$ cat src/rtl/cluster_cfg_pkg.sv
// ##############################
// Fixed field widths of the compute cluster
// and the vector types built on them
// ##############################

`default_nettype none

package cluster_cfg_pkg;

    // Program counter width
    localparam int unsigned PcWidth = 16;

    // Unique thread-group id width
    localparam int unsigned TgroupIdBits = 8;

    // Block index inside a thread group
    localparam int unsigned TblockIdxBits = 8;

    // Low index bits that set how long a block runs
    localparam int unsigned RunLenBits = 4;

    typedef logic [PcWidth-1:0] pc_t;
    typedef logic [TgroupIdBits-1:0] tgroup_id_t;
    typedef logic [TblockIdxBits-1:0] tblock_idx_t;

    // One extra bit so that 16 cycles fits, range is 1 to 16
    typedef logic [RunLenBits:0] run_len_t;

endpackage

`default_nettype wire

$ cat src/rtl/tblock_pkg.sv
// ##############################
// Allocation and completion records
// and the warp slot state encoding
// ##############################

`default_nettype none

package tblock_pkg;

    // Thread block handed to the cluster, 32 bits
    typedef struct packed {
        cluster_cfg_pkg::pc_t         pc;
        cluster_cfg_pkg::tblock_idx_t tblock_idx;
        cluster_cfg_pkg::tgroup_id_t  tgroup_id;
    } alloc_t;

    // Completion of one thread block, 24 bits
    typedef struct packed {
        cluster_cfg_pkg::tgroup_id_t tgroup_id;
        cluster_cfg_pkg::pc_t        end_pc;
    } done_t;

    // ##############################
    // Warp slot life cycle
    // FREE -> RUN on allocation
    // RUN -> DONE when the countdown expires
    // DONE -> FREE when the completion is taken
    typedef enum logic [1:0] {
        WARP_FREE = 2'd0,
        WARP_RUN  = 2'd1,
        WARP_DONE = 2'd2
    } warp_state_e;

endpackage

`default_nettype wire

$ cat src/rtl/tblock_dispatch.sv
// ##############################
// Thread block dispatcher with one
// holding register per compute unit
// ##############################

`timescale 1ns/1ps
`default_nettype none

module tblock_dispatch #(
    parameter int unsigned ComputeUnits = 2
) (
    input  wire logic clk_i,
    input  wire logic rst_n_i,

    // Allocation from outside the cluster
    input  wire logic                 alloc_valid_i,
    input  wire tblock_pkg::alloc_t   alloc_data_i,
    output logic                      alloc_ready_o,

    // One handshake per compute unit
    input  wire logic [ComputeUnits-1:0]                cu_warp_free_i,
    output logic [ComputeUnits-1:0]                     cu_alloc_valid_o,
    output tblock_pkg::alloc_t [ComputeUnits-1:0]       cu_alloc_data_o
);

    logic [ComputeUnits-1:0] hold_valid_q;
    tblock_pkg::alloc_t [ComputeUnits-1:0] hold_data_q;

    logic [ComputeUnits-1:0] sel;
    logic [ComputeUnits-1:0] load;
    logic [ComputeUnits-1:0] take;

    // ##############################
    // Unit selection

    // Lowest unit whose holding register is empty
    always_comb begin
        sel = '0;
        for (int k = 0; k < ComputeUnits; k++) begin
            if (!hold_valid_q[k] && (sel == '0)) begin
                sel[k] = 1'b1;
            end
        end
    end

    // Ready only looks at the holding registers, never at the valid
    assign alloc_ready_o = ~&hold_valid_q;

    assign load = alloc_valid_i ? sel : '0;

    // A unit takes its record when it shows a free slot
    assign take = hold_valid_q & cu_warp_free_i;

    // ##############################
    // Holding registers

    always_ff @(posedge clk_i or negedge rst_n_i) begin
        if (!rst_n_i) begin
            hold_valid_q <= '0;
        end else begin
            hold_valid_q <= (hold_valid_q & ~take) | load;
        end
    end

    always_ff @(posedge clk_i) begin
        for (int k = 0; k < ComputeUnits; k++) begin
            if (load[k]) begin
                hold_data_q[k] <= alloc_data_i;
            end
        end
    end

    assign cu_alloc_valid_o = hold_valid_q;
    assign cu_alloc_data_o  = hold_data_q;

    // Only one unit may receive a block per cycle
    assert property (@(posedge clk_i) disable iff (!rst_n_i)
        $onehot0(load) && ((load & hold_valid_q) == '0))
    else $error("dispatch loaded more than one or a full holding register");

endmodule

`default_nettype wire

$ cat src/rtl/compute_unit.sv
// ##############################
// Compute unit with warp slots that
// count down each block's run length
// ##############################

`timescale 1ns/1ps
`default_nettype none

module compute_unit #(
    parameter int unsigned NumWarps = 4
) (
    input  wire logic clk_i,
    input  wire logic rst_n_i,

    // Block allocation from the dispatcher
    input  wire logic               alloc_valid_i,
    input  wire tblock_pkg::alloc_t alloc_data_i,
    output logic                    warp_free_o,

    // Completion towards the arbiter
    input  wire logic               done_ready_i,
    output logic                    done_valid_o,
    output tblock_pkg::done_t       done_data_o
);

    localparam int unsigned SlotIdxW = (NumWarps > 1) ? $clog2(NumWarps) : 1;

    typedef logic [SlotIdxW-1:0] slot_idx_t;

    // Per slot state, countdown and completion record
    tblock_pkg::warp_state_e [NumWarps-1:0] state_q;
    cluster_cfg_pkg::run_len_t [NumWarps-1:0] cnt_q;
    tblock_pkg::done_t [NumWarps-1:0] rec_q;

    logic free_any;
    logic done_any;
    slot_idx_t free_idx;
    slot_idx_t done_idx;

    logic alloc_take;
    logic done_take;
    cluster_cfg_pkg::run_len_t run_len;

    // ##############################
    // Slot search, lowest index wins
    always_comb begin
        free_any = 1'b0;
        free_idx = '0;
        done_any = 1'b0;
        done_idx = '0;
        for (int w = NumWarps - 1; w >= 0; w--) begin
            if (state_q[w] == tblock_pkg::WARP_FREE) begin
                free_any = 1'b1;
                free_idx = slot_idx_t'(w);
            end
            if (state_q[w] == tblock_pkg::WARP_DONE) begin
                done_any = 1'b1;
                done_idx = slot_idx_t'(w);
            end
        end
    end

    assign warp_free_o  = free_any;
    assign alloc_take   = alloc_valid_i && free_any;

    assign done_valid_o = done_any;
    assign done_data_o  = rec_q[done_idx];
    assign done_take    = done_any && done_ready_i;

    // Run length is the low index bits plus one
    assign run_len = cluster_cfg_pkg::run_len_t'(
        alloc_data_i.tblock_idx[cluster_cfg_pkg::RunLenBits-1:0]) + 1'b1;

    // ##############################
    // Slot state and countdown
    always_ff @(posedge clk_i or negedge rst_n_i) begin
        if (!rst_n_i) begin
            for (int w = 0; w < NumWarps; w++) begin
                state_q[w] <= tblock_pkg::WARP_FREE;
            end
            cnt_q <= '0;
        end else begin
            for (int w = 0; w < NumWarps; w++) begin
                case (state_q[w])
                    tblock_pkg::WARP_FREE: begin
                        if (alloc_take && (free_idx == slot_idx_t'(w))) begin
                            state_q[w] <= tblock_pkg::WARP_RUN;
                            cnt_q[w]   <= run_len;
                        end
                    end
                    tblock_pkg::WARP_RUN: begin
                        // Last running cycle, hand over to done
                        if (cnt_q[w] == cluster_cfg_pkg::run_len_t'(1)) begin
                            state_q[w] <= tblock_pkg::WARP_DONE;
                        end
                        cnt_q[w] <= cnt_q[w] - 1'b1;
                    end
                    tblock_pkg::WARP_DONE: begin
                        if (done_take && (done_idx == slot_idx_t'(w))) begin
                            state_q[w] <= tblock_pkg::WARP_FREE;
                        end
                    end
                    default: state_q[w] <= tblock_pkg::WARP_FREE;
                endcase
            end
        end
    end

    // Completion record is built when the block lands
    always_ff @(posedge clk_i) begin
        if (alloc_take) begin
            rec_q[free_idx].tgroup_id <= alloc_data_i.tgroup_id;
            rec_q[free_idx].end_pc    <= alloc_data_i.pc + cluster_cfg_pkg::pc_t'(run_len);
        end
    end

    // A block may only land in a slot that is really free
    assert property (@(posedge clk_i) disable iff (!rst_n_i)
        alloc_take |-> (state_q[free_idx] == tblock_pkg::WARP_FREE))
    else $error("allocation landed in a slot that is not free");

    for (genvar w = 0; w < NumWarps; w++) begin : gen_slot_checks
        assert property (@(posedge clk_i) disable iff (!rst_n_i)
            (state_q[w] == tblock_pkg::WARP_RUN) |-> (cnt_q[w] != '0))
        else $error("running slot with an expired counter");
    end

endmodule

`default_nettype wire

$ cat src/rtl/tblock_done_arbiter.sv
// ##############################
// Round-robin completion arbiter
// and the registered cluster output
// ##############################

`timescale 1ns/1ps
`default_nettype none

module tblock_done_arbiter #(
    parameter int unsigned ComputeUnits = 2
) (
    input  wire logic clk_i,
    input  wire logic rst_n_i,

    // Completions offered by the units
    input  wire logic [ComputeUnits-1:0]              cu_done_valid_i,
    input  wire tblock_pkg::done_t [ComputeUnits-1:0] cu_done_data_i,
    output logic [ComputeUnits-1:0]                   cu_done_ready_o,

    // Registered completion stream
    input  wire logic         out_ready_i,
    output logic              out_valid_o,
    output tblock_pkg::done_t out_data_o
);

    localparam int unsigned CuIdxW = (ComputeUnits > 1) ? $clog2(ComputeUnits) : 1;

    typedef logic [CuIdxW-1:0] cu_idx_t;

    cu_idx_t last_q;
    cu_idx_t gnt_idx;
    logic gnt_any;
    logic [ComputeUnits-1:0] gnt_mask;

    logic in_ready;
    logic in_take;

    logic out_valid_q;
    tblock_pkg::done_t out_data_q;

    // ##############################
    // Round-robin grant, search starts after the last winner
    always_comb begin
        int unsigned cand;
        gnt_any  = 1'b0;
        gnt_idx  = last_q;
        gnt_mask = '0;
        for (int unsigned i = 1; i <= ComputeUnits; i++) begin
            cand = (int'(last_q) + i) % ComputeUnits;
            if (!gnt_any && cu_done_valid_i[cand]) begin
                gnt_any = 1'b1;
                gnt_idx = cu_idx_t'(cand);
            end
        end
        if (gnt_any) begin
            gnt_mask[gnt_idx] = 1'b1;
        end
    end

    // Output register accepts when empty or draining this cycle
    assign in_ready = !out_valid_q || out_ready_i;
    assign in_take  = gnt_any && in_ready;

    assign cu_done_ready_o = in_ready ? gnt_mask : '0;

    // ##############################
    // Pointer and output register
    always_ff @(posedge clk_i or negedge rst_n_i) begin
        if (!rst_n_i) begin
            last_q      <= cu_idx_t'(ComputeUnits - 1);
            out_valid_q <= 1'b0;
        end else begin
            if (in_take) begin
                last_q      <= gnt_idx;
                out_valid_q <= 1'b1;
            end else if (out_ready_i) begin
                out_valid_q <= 1'b0;
            end
        end
    end

    always_ff @(posedge clk_i) begin
        if (in_take) begin
            out_data_q <= cu_done_data_i[gnt_idx];
        end
    end

    assign out_valid_o = out_valid_q;
    assign out_data_o  = out_data_q;

    // Grant goes to a single unit that actually offers something
    assert property (@(posedge clk_i) disable iff (!rst_n_i)
        $onehot0(cu_done_ready_o) && ((cu_done_ready_o & ~cu_done_valid_i) == '0))
    else $error("completion grant not one-hot");

    assert property (@(posedge clk_i) disable iff (!rst_n_i)
        (out_valid_o && !out_ready_i) |=> (out_valid_o && $stable(out_data_o)))
    else $error("held completion changed before it was accepted");

endmodule

`default_nettype wire

$ cat src/rtl/compute_cluster.sv
// ##############################
// Compute cluster top level
// ##############################

`timescale 1ns/1ps
`default_nettype none

module compute_cluster #(
    parameter int unsigned ComputeUnits = 2,
    parameter int unsigned NumWarps     = 4
) (
    input  wire logic clk_i,
    input  wire logic rst_n_i,

    // New thread blocks
    input  wire logic               allocate_warp_i,
    input  wire tblock_pkg::alloc_t allocate_data_i,
    output logic                    warp_free_o,

    // Thread block completion
    input  wire logic               tblock_done_ready_i,
    output logic                    tblock_done_o,
    output tblock_pkg::done_t       tblock_done_data_o
);

    // Dispatcher to units
    logic [ComputeUnits-1:0] cu_alloc_valid;
    tblock_pkg::alloc_t [ComputeUnits-1:0] cu_alloc_data;
    logic [ComputeUnits-1:0] cu_warp_free;

    // Units to arbiter
    logic [ComputeUnits-1:0] cu_done_valid;
    tblock_pkg::done_t [ComputeUnits-1:0] cu_done_data;
    logic [ComputeUnits-1:0] cu_done_ready;

    tblock_dispatch #(
        .ComputeUnits ( ComputeUnits )
    ) i_dispatch (
        .clk_i            ( clk_i           ),
        .rst_n_i          ( rst_n_i         ),
        .alloc_valid_i    ( allocate_warp_i ),
        .alloc_data_i     ( allocate_data_i ),
        .alloc_ready_o    ( warp_free_o     ),
        .cu_warp_free_i   ( cu_warp_free    ),
        .cu_alloc_valid_o ( cu_alloc_valid  ),
        .cu_alloc_data_o  ( cu_alloc_data   )
    );

    for (genvar cu = 0; cu < ComputeUnits; cu++) begin : gen_compute_units
        compute_unit #(
            .NumWarps ( NumWarps )
        ) i_cu (
            .clk_i         ( clk_i              ),
            .rst_n_i       ( rst_n_i            ),
            .alloc_valid_i ( cu_alloc_valid[cu] ),
            .alloc_data_i  ( cu_alloc_data[cu]  ),
            .warp_free_o   ( cu_warp_free[cu]   ),
            .done_ready_i  ( cu_done_ready[cu]  ),
            .done_valid_o  ( cu_done_valid[cu]  ),
            .done_data_o   ( cu_done_data[cu]   )
        );
    end

    tblock_done_arbiter #(
        .ComputeUnits ( ComputeUnits )
    ) i_done_arbiter (
        .clk_i           ( clk_i               ),
        .rst_n_i         ( rst_n_i             ),
        .cu_done_valid_i ( cu_done_valid       ),
        .cu_done_data_i  ( cu_done_data        ),
        .cu_done_ready_o ( cu_done_ready       ),
        .out_ready_i     ( tblock_done_ready_i ),
        .out_valid_o     ( tblock_done_o       ),
        .out_data_o      ( tblock_done_data_o  )
    );

endmodule

`default_nettype wire

$ cat config.mk
export PLATFORM = sky130hd
export DESIGN_NAME = compute_cluster
export DESIGN_NICKNAME = d
export VERILOG_FILES = /design/src/rtl/cluster_cfg_pkg.sv /design/src/rtl/tblock_pkg.sv /design/src/rtl/tblock_dispatch.sv /design/src/rtl/compute_unit.sv /design/src/rtl/tblock_done_arbiter.sv /design/src/rtl/compute_cluster.sv
export SDC_FILE = /design/constraint.sdc
export NUM_CORES = 1
export LEC_CHECK = 0
export BUFFER_PORTS_ARGS = -buffer_cell sky130_fd_sc_hd__buf_4
export CORE_MARGIN = 3
export CORE_UTILIZATION = 55
export DETAILED_ROUTE_END_ITERATION = 10
export GPL_ROUTABILITY_DRIVEN = 0
export PLACE_DENSITY = 0.72
export SYNTH_ARGS = -nofsm -noshare
export SYNTH_HDL_FRONTEND = slang
export SYNTH_SLANG_ARGS = --single-unit
$ cat constraint.sdc
create_clock -name clk_i -period 4.65 [get_ports clk_i]
set_input_delay 0.93 -clock clk_i [delete_from_list [all_inputs] [get_ports clk_i]]
set_output_delay 0.93 -clock clk_i [all_outputs]
set_load 0.05 [all_outputs]
**After elaboration in Yosys (flattened, before gate mapping)**

Index checks and enable logic that the tools add are counted.

- Add/subtract/negate cells: 14
- Reductions and logical operators: 69
- Multiplexer cells: 115
- Bitwise gates (word level): 4
- Order comparisons: 10
- Equal/unequal tests: 60

Operators with widths:

| cell | number |
|---|---|
| $bwmux 96 | 4 |
| $demux 24 s2 | 4 |
| $mux 24 | 6 |
| $bmux 24 s2 | 2 |
| $mux 2 | 43 |
| $pmux 5 s2 | 8 |
| $pmux 2 s3 | 8 |
| $eq 5x1->1 const B | 8 |
| $mux 5 | 8 |
| $sub 5x1->5 const B | 8 |
| $add 16x5->16 | 2 |
| $eq 2x2->1 const B | 16 |
| $mux 16 | 2 |
| $ne 2x2->1 const B | 16 |
| $mux 1 | 29 |
| $logic_and 1x1->1 | 26 |
| $eq 2x1->1 const B | 12 |
| $logic_not 2->1 | 12 |
| $reduce_and 3->1 | 8 |
| $reduce_and 2->1 | 9 |
| $reduce_bool 2->1 | 9 |
| $ne 2x1->1 const B | 8 |
| $lt 2x3->1 const B | 4 |
| $add 4x1->5 const B | 2 |
| other kinds (10) | 18 |

- Input port bits: 36
- Output and inout port bits: 26
- Flip-flop bits (word level): 332

**Depth between registers and ports, before layout**

Gate-level depths: netlist of run 1.

- Word-level depth: 21
- Depth in mapped cells: 9

**Hierarchy**

From an unflattened synthesis of run 1, not the netlist that was laid out.

- Cell total of the unflattened synthesis: 1190
- Area, all modules: 15145.8 µm²

Modules (own cells, without submodules):

| module | cells each | sequential area each (µm²) | area an instance (µm²) | times used |
|---|---|---|---|---|
| compute_unit at gen_compute_units[1].i_cu | 528 | 3583.4 | 6004.5 | 1 |
| compute_unit at gen_compute_units[0].i_cu | 525 | 3583.4 | 6000.8 | 1 |
| tblock_dispatch | 73 | 1971.9 | 2010.7 | 1 |
| tblock_done_arbiter | 64 | 772.0 | 1129.8 | 1 |

**Worst setup path before layout of run 1**

Ideal clock, no wire load.

- Kind: in2reg
- Start point: input port allocate_warp_i
- End point: register i_dispatch.hold_data_q (netlist bit i_dispatch.cu_alloc_data_o[32]) (enable)
- Stages on the path: 2
- Setup slack: 1.081 ns
- Arrival: 3.113 ns
- Path buffers: 0
- Setup time: 0.456 ns
- Cell sequence: inv_1 > nor3b_1

- Cells in the longest elaborated chain, start to end: 1

RTL lines:

| element | line | text |
|---|---|---|
| from (decl) | compute_cluster.sv:16 | `input wire logic allocate_warp_i,` |
| $mux 2 | tblock_dispatch.sv:49 | `assign load = alloc_valid_i ? sel : '0;` |
| net i_dispatch.load[1] | tblock_dispatch.sv:30 | `logic [ComputeUnits-1:0] load;` |
| to (signal, indexed assignment) | tblock_dispatch.sv:68 | `hold_data_q[k] <= alloc_data_i;` |
| to (decl) | tblock_dispatch.sv:27 | `tblock_pkg::alloc_t [ComputeUnits-1:0] hold_data_q;` |

The timed path passes the listed nets, and every way through them passes these cells.
A chain may end at the register's enable or synchronous reset.

**Worst setup path after layout of run 1**

- Start point: register i_dispatch.hold_data_q (netlist bit i_dispatch.cu_alloc_data_o[8])
- End point: register gen_compute_units[0].i_cu.rec_q[54] in the netlist's numbering (data pin)

- Cells in the longest elaborated chain, start to end: 3

RTL lines:

| element | line | text |
|---|---|---|
| $add 4x1->5 | compute_unit.sv:72 | `alloc_data_i.tblock_idx[cluster_cfg_pkg::RunLenBits-1:0]) + 1'b1;` |
| $add 16x5->16 | compute_unit.sv:113 | `rec_q[free_idx].end_pc <= alloc_data_i.pc + cluster_cfg_pkg::pc_t'(run_len);` |
| $bwmux 96 | compute_unit.sv:113 |  |
| to (decl) | compute_unit.sv:33 | `tblock_pkg::done_t [NumWarps-1:0] rec_q;` |

No other way between the ends.

==> parameters.txt, run 1 <==
Parameter                              Value

Yosys
  Cell with the most instances after synthesis ... sky130_fd_sc_hd__edfxtp_1
  Portion of the post-synthesis area used by sequential elements ... 65.3%
  Yosys reg bits ... 332
  Flip-flop cell with the highest count after synthesis ... sky130_fd_sc_hd__edfxtp_1
  Gate count after technology mapping ... 1125
  List of most frequent post-synthesis cells ... 272 x sky130_fd_sc_hd__edfxtp_1, 93 x sky130_fd_sc_hd__a21oi_1, 70 x sky130_fd_sc_hd__nor2_1
  Number of different library cells in the post-synthesis netlist ... 77
  Portion of synthesized cell area occupied by the leading cell type ... 55.1%
  Cell accounting for the most synthesized area ... sky130_fd_sc_hd__edfxtp_1
  Net count after synthesis ... 1191
  Post-synth design cell area ... 14800 sq um
  Warning count from the yosys run ... 0
  Async set or reset register ratio after synthesis ... 18.1%
  Number of enable-type register cells in the synthesized netlist ... 272
  Leading post-synthesis cells by cell area ... sky130_fd_sc_hd__edfxtp_1 55%, sky130_fd_sc_hd__dfrtp_1 10%, sky130_fd_sc_hd__a222oi_1 3.2%
  Mean cell area of the mapped netlist ... 13.2 sq um

Setup path
  Crit path max fanout ... 10
  Crit path launch type ... register
  Endpoint of the worst register-to-register path ... gen_compute_units[0].i_cu.rec_q[54]
  Worst Path Required ... 4990 ps
  Setup CP Type ... reg -> reg
  Reg2reg path depth ... 7
  Setup crit end kind ... register
  CP Data Arrival Time ... 3480 ps
  Worst reg2reg path startpoint ... i_dispatch.cu_alloc_data_o[8]
  Worst R2R Setup Slack ... 1500 ps

CTS
  CTS H-tree lvls ... 2
  Clock buffers created by TritonCTS ... 35
  Worst skew pair latency ... 520 ps
  Clock root buffer ... sky130_fd_sc_hd__clkbuf_16
  TritonCTS clock tree ... done
  Clock Tree Buf Depth ... 3
  Clk sinks ... 332
  # hold bufs at CTS ... 0
  CTS clk-pin slew, worst paths ... 60 ps
  Buffers inserted by post-CTS timing repair ... 0
  Number of gates resized after cts ... 0

Power and ir drop
  PD cells ... 707 nW/um^2
  Static power due to leakage ... 6.01 nW
  Peak ir drop on the vdd network ... 0.000484 V

Timing
  Final Hold Violating Endpoints ... 0
  Shortest period the worst path allows ... 3150 ps
  Worst slew slack as a fraction of its limit ... 20.4%
  Worst-margin pin slew ... 1180 ps
  Final number of max-transition violations ... 0
  Share of the clock period used by the worst path ... 67.7%
  Highest Clock Rate ... 318 MHz
  Final setup violation count ... 0
  Post-Route Hold Slack ... 492 ps
  Setup_tns ... 0 ps
  Setup repair after global routing missed its margin ... false
  Maximum clock skew at final layout ... 17.6 ps

Floorplan
  Die width ... 170 um
  Overall die area ... 28900 sq um
  Top Ports ... 62
  Placeable core area ... 26300 sq um
  Starting density of the core ... 56.4%
  Standard-cell row count ... 59
  Vertical extent of the die ... 170 um

Worst hold path
  Hold EP ... gen_compute_units[0].i_cu.rec_q[21]
  Worst min path class ... reg -> reg
  Hold Startpoint ... i_dispatch.cu_alloc_data_o[5]
  Hold depth ... 0

Final layout
  Ant diodes ... 0
  Area delta synth->final ... 12.8%
  Fraction of layout instances using a drive strength above 1 ... 14.6%
  Total number of nets in the final design ... 1250

Run status
  Result of the run ... complete, no violations

Placement
  Sum of net half-perimeters after detailed placement ... 23300 um
  Number of buffers inserted by port buffering ... 57

GRT
  Wire length of the first global-routing pass ... 57200 um
  Total Routing Usage GR ... 25.8%
  Grt ovf ... 0
  Number of antenna violations at the first check in global routing ... 0
  Number of global-route vias before repair ... 10260
  Maximum number of pins on one net before global-route repair ... 61

Drt
  Drt first pass iters ... 8
  Via density ... 6.67
  DRC viols ... 0
  Drt initial violations ... 1258
  Vias post-DR ... 10307
  Avg WL per Cell ... 24.2 um
  Antenna Nets Post-Route ... 0
  Detailed-route wire length ... 37500 um

Job
  Number of maximum-capacitance violations ... 0
area by class of cell:
type,count,area (sq um)
sequential,332,9670
fill,1994,9570
multi-input combinational,696,4750
clock buffer,44,931
timing repair buffer,77,586
tap,335,419
clock inverter,20,195
inverter,42,158
sequential cells by signal, summed over array words and instances, names as in the netlist:
| signal | cells |
|---|---|
| gen_compute_units.i_cu.state_q | 16 |
| i_done_arbiter.out_data_o | 24 |
| i_done_arbiter.last_q | 1 |
| gen_compute_units.i_cu.rec_q | 192 |
| gen_compute_units.i_cu.cnt_q | 40 |
| i_dispatch.cu_alloc_data_o | 56 |
| i_dispatch.cu_alloc_valid_o | 2 |
| i_done_arbiter.out_valid_o | 1 |
metal layers:
| metal | share of wire (%) | wire [um] | track usage [%] |
|---|---|---|---|
| met5 | 0 | 0 | 0 |
| met2 | 47 | 17700 | 41.2 |
| met1 | 40 | 14900 | 36.3 |
| met4 | 3.4 | 1260 | 10.2 |
| met3 | 9.6 | 3590 | 3.69 |
cell families (layout without fill, tap and decap cells):
group	count (synthesis)	count (layout)	share of synthesized area, %
fa+ha+maj	30	30	2.63
flops	332	332	65.3
buf+inv	97	183	2.93
compound gates	334	334	16.7
simple gates	313	313	11.3
mux	6	6	0.405
xor+xnor	13	13	0.768
per-stage QoR:
step	area (sq um)	power [mW]	setup slack, ps	util, %	instances
final	16700	11.8	1500	63.6	1546
after detailed placement	15600	9.05	1510	59.2	1481
after floorplan	14800	7.65	1080	-	1125
after CTS	16700	11.8	1500	63.5	1545
after global routing	16700	12.4	1390	63.6	1546
after global placement	15600	8.92	1560	59.2	1481
how the worst max path moves through the flow:
stage / startpoint / to / slack, ps / depth (start not counted)
after floorplan: allocate_warp_i / i_dispatch.cu_alloc_data_o[32] / 1080 / 2
after global placement: gen_compute_units[0].i_cu.state_q[4] / i_done_arbiter.out_data_o[13] / 1560 / 5
final: i_dispatch.cu_alloc_data_o[8] / gen_compute_units[0].i_cu.rec_q[54] / 1500 / 7
after global routing: i_dispatch.cu_alloc_data_o[40] / gen_compute_units[1].i_cu.rec_q[85] / 1390 / 8
after CTS: gen_compute_units[0].i_cu.state_q[4] / i_done_arbiter.out_data_o[23] / 1500 / 4
after detailed placement: gen_compute_units[0].i_cu.state_q[4] / i_done_arbiter.out_data_o[13] / 1510 / 5
report_power, final:
group,switching [mW],internal (mW)
clock network,1.14,1.60
registers,0.449,4.24
logic,3.00,1.40
worst max-delay path: stages (launching register included):
cell and delay (ps):
sky130_fd_sc_hd__edfxtp_1 420, sky130_fd_sc_hd__ha_1 250, sky130_fd_sc_hd__xor2_1 530, sky130_fd_sc_hd__ha_1 420, sky130_fd_sc_hd__a211o_1 340, sky130_fd_sc_hd__a21oi_2 480
sky130_fd_sc_hd__o21ai_0 310, sky130_fd_sc_hd__a21oi_1 220
cells in the final DEF, fill, tap and decap left out, drive strengths merged, types with 24 or more instances in the layout:
cell type / count
edfxtp: 272
a21oi: 102
dfrtp: 59
a222oi: 48
nand2: 68
o21ai: 24
nand3: 29
inv: 42
a32oi: 28
nor2: 70
ha: 28
nor3: 29
a221oi: 25
buf: 77
clkbuf: 44
Power figures use the tool's default switching activity.
==> run 2, diff against run 1 <==
==> constraint.sdc (replaced) <==
create_clock -name clk_i -period 3 [get_ports clk_i]
set_input_delay 0.6 -clock clk_i [delete_from_list [all_inputs] [get_ports clk_i]]
set_output_delay 0.6 -clock clk_i [all_outputs]
set_load 0.05 [all_outputs]
==> run 2 against run 1 <==
- core utilization rose by 1.6 points
- first-iteration DRC count rose by 6.0%
- sequential share of layout area fell by 1.5 points
- critical path type unchanged
- largest cell class unchanged
- highest routed layer unchanged
==> parameters.txt, run 2 (synthesized netlist as in run 1, its figures left out) <==
Parameter                              Value

GRT
  Grt ovf ... 0
  Wire length of the first global-routing pass ... 57000 um
  Maximum number of pins on one net before global-route repair ... 61
  Number of antenna violations at the first check in global routing ... 0
  Number of global-route vias before repair ... 10138
  Total Routing Usage GR ... 25.9%

CTS
  # hold bufs at CTS ... 0
  CTS H-tree lvls ... 2
  CTS clk-pin slew, worst paths ... 60 ps
  Clock Tree Buf Depth ... 3
  Clock root buffer ... sky130_fd_sc_hd__clkbuf_16
  TritonCTS clock tree ... done
  Worst skew pair latency ... 520 ps
  Clk sinks ... 332
  Clock buffers created by TritonCTS ... 36
  Number of gates resized after cts ... 0
  Buffers inserted by post-CTS timing repair ... 0

Placement
  Number of buffers inserted by port buffering ... 57
  Post-detailed-placement cell area ... 15800 sq um
  Sum of net half-perimeters after detailed placement ... 23900 um
  Pre-CTS setup slack ... 256 ps
  Cell count after placement ... 1513

Worst hold path
  Worst min path class ... in -> async

Floorplan
  Top Ports ... 62
  Placeable core area ... 26300 sq um
  Starting density of the core ... 56.4%
  Overall die area ... 28900 sq um
  Vertical extent of the die ... 170 um
  Standard-cell row count ... 59
  Die width ... 170 um

Timing
  Setup_tns ... 0 ps
  Highest Clock Rate ... 357 MHz
  Post-Route Hold Slack ... 152 ps
  Worst slew slack as a fraction of its limit ... 34.3%
  Share of the clock period used by the worst path ... 93.4%
  Worst Slack Setup Final ... 199 ps
  Setup repair after global routing missed its margin ... false
  Worst-margin pin slew ... 984 ps
  Final Hold Violating Endpoints ... 0
  Maximum clock skew at final layout ... 15.6 ps
  Final setup violation count ... 0
  Final number of max-transition violations ... 0
  Shortest period the worst path allows ... 2800 ps

Setup path
  CP Data Arrival Time ... 3030 ps
  Crit path max fanout ... 12
  Crit path launch type ... register
  Setup crit end kind ... register
  Worst Path Required ... 3230 ps
  Start point of the critical path ... i_dispatch.cu_alloc_data_o[8]
  Setup CP Type ... reg -> reg
  Worst reg2reg path startpoint ... i_dispatch.cu_alloc_data_o[8]
  Reg2reg path depth ... 7

Final layout
  Commonest non-fill, non-tap cells in the layout ... 272 x sky130_fd_sc_hd__edfxtp_1, 107 x sky130_fd_sc_hd__buf_4, 93 x sky130_fd_sc_hd__a21oi_1, 67 x sky130_fd_sc_hd__nand2_1, 65 x sky130_fd_sc_hd__nor2_1
  Ant diodes ... 0
  Finished Layout Cells ... 1579
  Area delta synth->final ... 15.7%
  Total number of nets in the final design ... 1282
  Fill cell instance count of the final layout ... 1917
  FF/Latch Area ... 9670 sq um
  Fraction of layout instances using a drive strength above 1 ... 17.6%
  Layout Utilization ... 65.2%
  Most flops, register ... gen_compute_units.i_cu.rec_q
  Area taken by multi-input logic gates ... 4760 sq um
  Most common library cell in the layout ignoring fill and taps ... sky130_fd_sc_hd__edfxtp_1
  Flip-flop count of the largest register, all copies and words added ... 192
  Layout Cell Area excl Fill ... 17100 sq um

Job
  Number of maximum-capacitance violations ... 0

Drt
  Drt first pass iters ... 6
  Detailed-route wire length ... 37200 um
  Drt initial violations ... 1333
  Avg WL per Cell ... 23.5 um
  DRC viols ... 0
  Via density ... 6.46
  Antenna Nets Post-Route ... 0
  Vias post-DR ... 10200

Power and ir drop
  Peak ir drop on the vdd network ... 0.000718 V
  Overall Power ... 19.1 mW
  PD cells ... 1110 nW/um^2
  Static power due to leakage ... 6.25 nW

Run status
  Result of the run ... complete, no violations
run 2: final timing paths:
path / to / slack, ps
max in group asynchronous: gen_compute_units[0].i_cu.cnt_q[9] / 2290
max: gen_compute_units[0].i_cu.rec_q[37] / 200
min: gen_compute_units[1].i_cu.cnt_q[4] / 150
max reg2reg: gen_compute_units[0].i_cu.rec_q[37] / 200
min in group clk_i: i_dispatch.cu_alloc_data_o[34] / 260
min reg2reg: gen_compute_units[0].i_cu.rec_q[67] / 490
run 2: power by group:
part | internal (mW) | total, mW | switching, mW
logic | 2.31 | 7.06 | 4.75
registers | 6.56 | 7.17 | 0.608
clock network | 3.03 | 4.82 | 1.79
total | 11.9 | 19.1 | 7.15
run 2: layer usage:
metal	track usage, %	wire (um)	part of all wire, %
met3	4.02	3160	8.5
met4	10.4	1460	3.9
met1	35.8	14800	40
met5	0	0	0
met2	41.5	17800	48
run 2: worst max-delay path, cell delays in order (launching register included):
cell and delay [ps]:
sky130_fd_sc_hd__edfxtp_1 420, sky130_fd_sc_hd__ha_1 250, sky130_fd_sc_hd__xor2_1 190, sky130_fd_sc_hd__ha_1 430
sky130_fd_sc_hd__o21ai_1 120, sky130_fd_sc_hd__o21a_1 360, sky130_fd_sc_hd__o31ai_1 610, sky130_fd_sc_hd__a21oi_1 160
run 2: final cells by class:
type                    count  share of cell area, %
clock buffers              42                   5.69
inverters                  42                  0.920
flip-flops and latches    332                   56.4
clock inverters            24                   1.98
well taps                 335                   2.44
repair buffers            108                   4.80
multi-input cells         696                   27.8
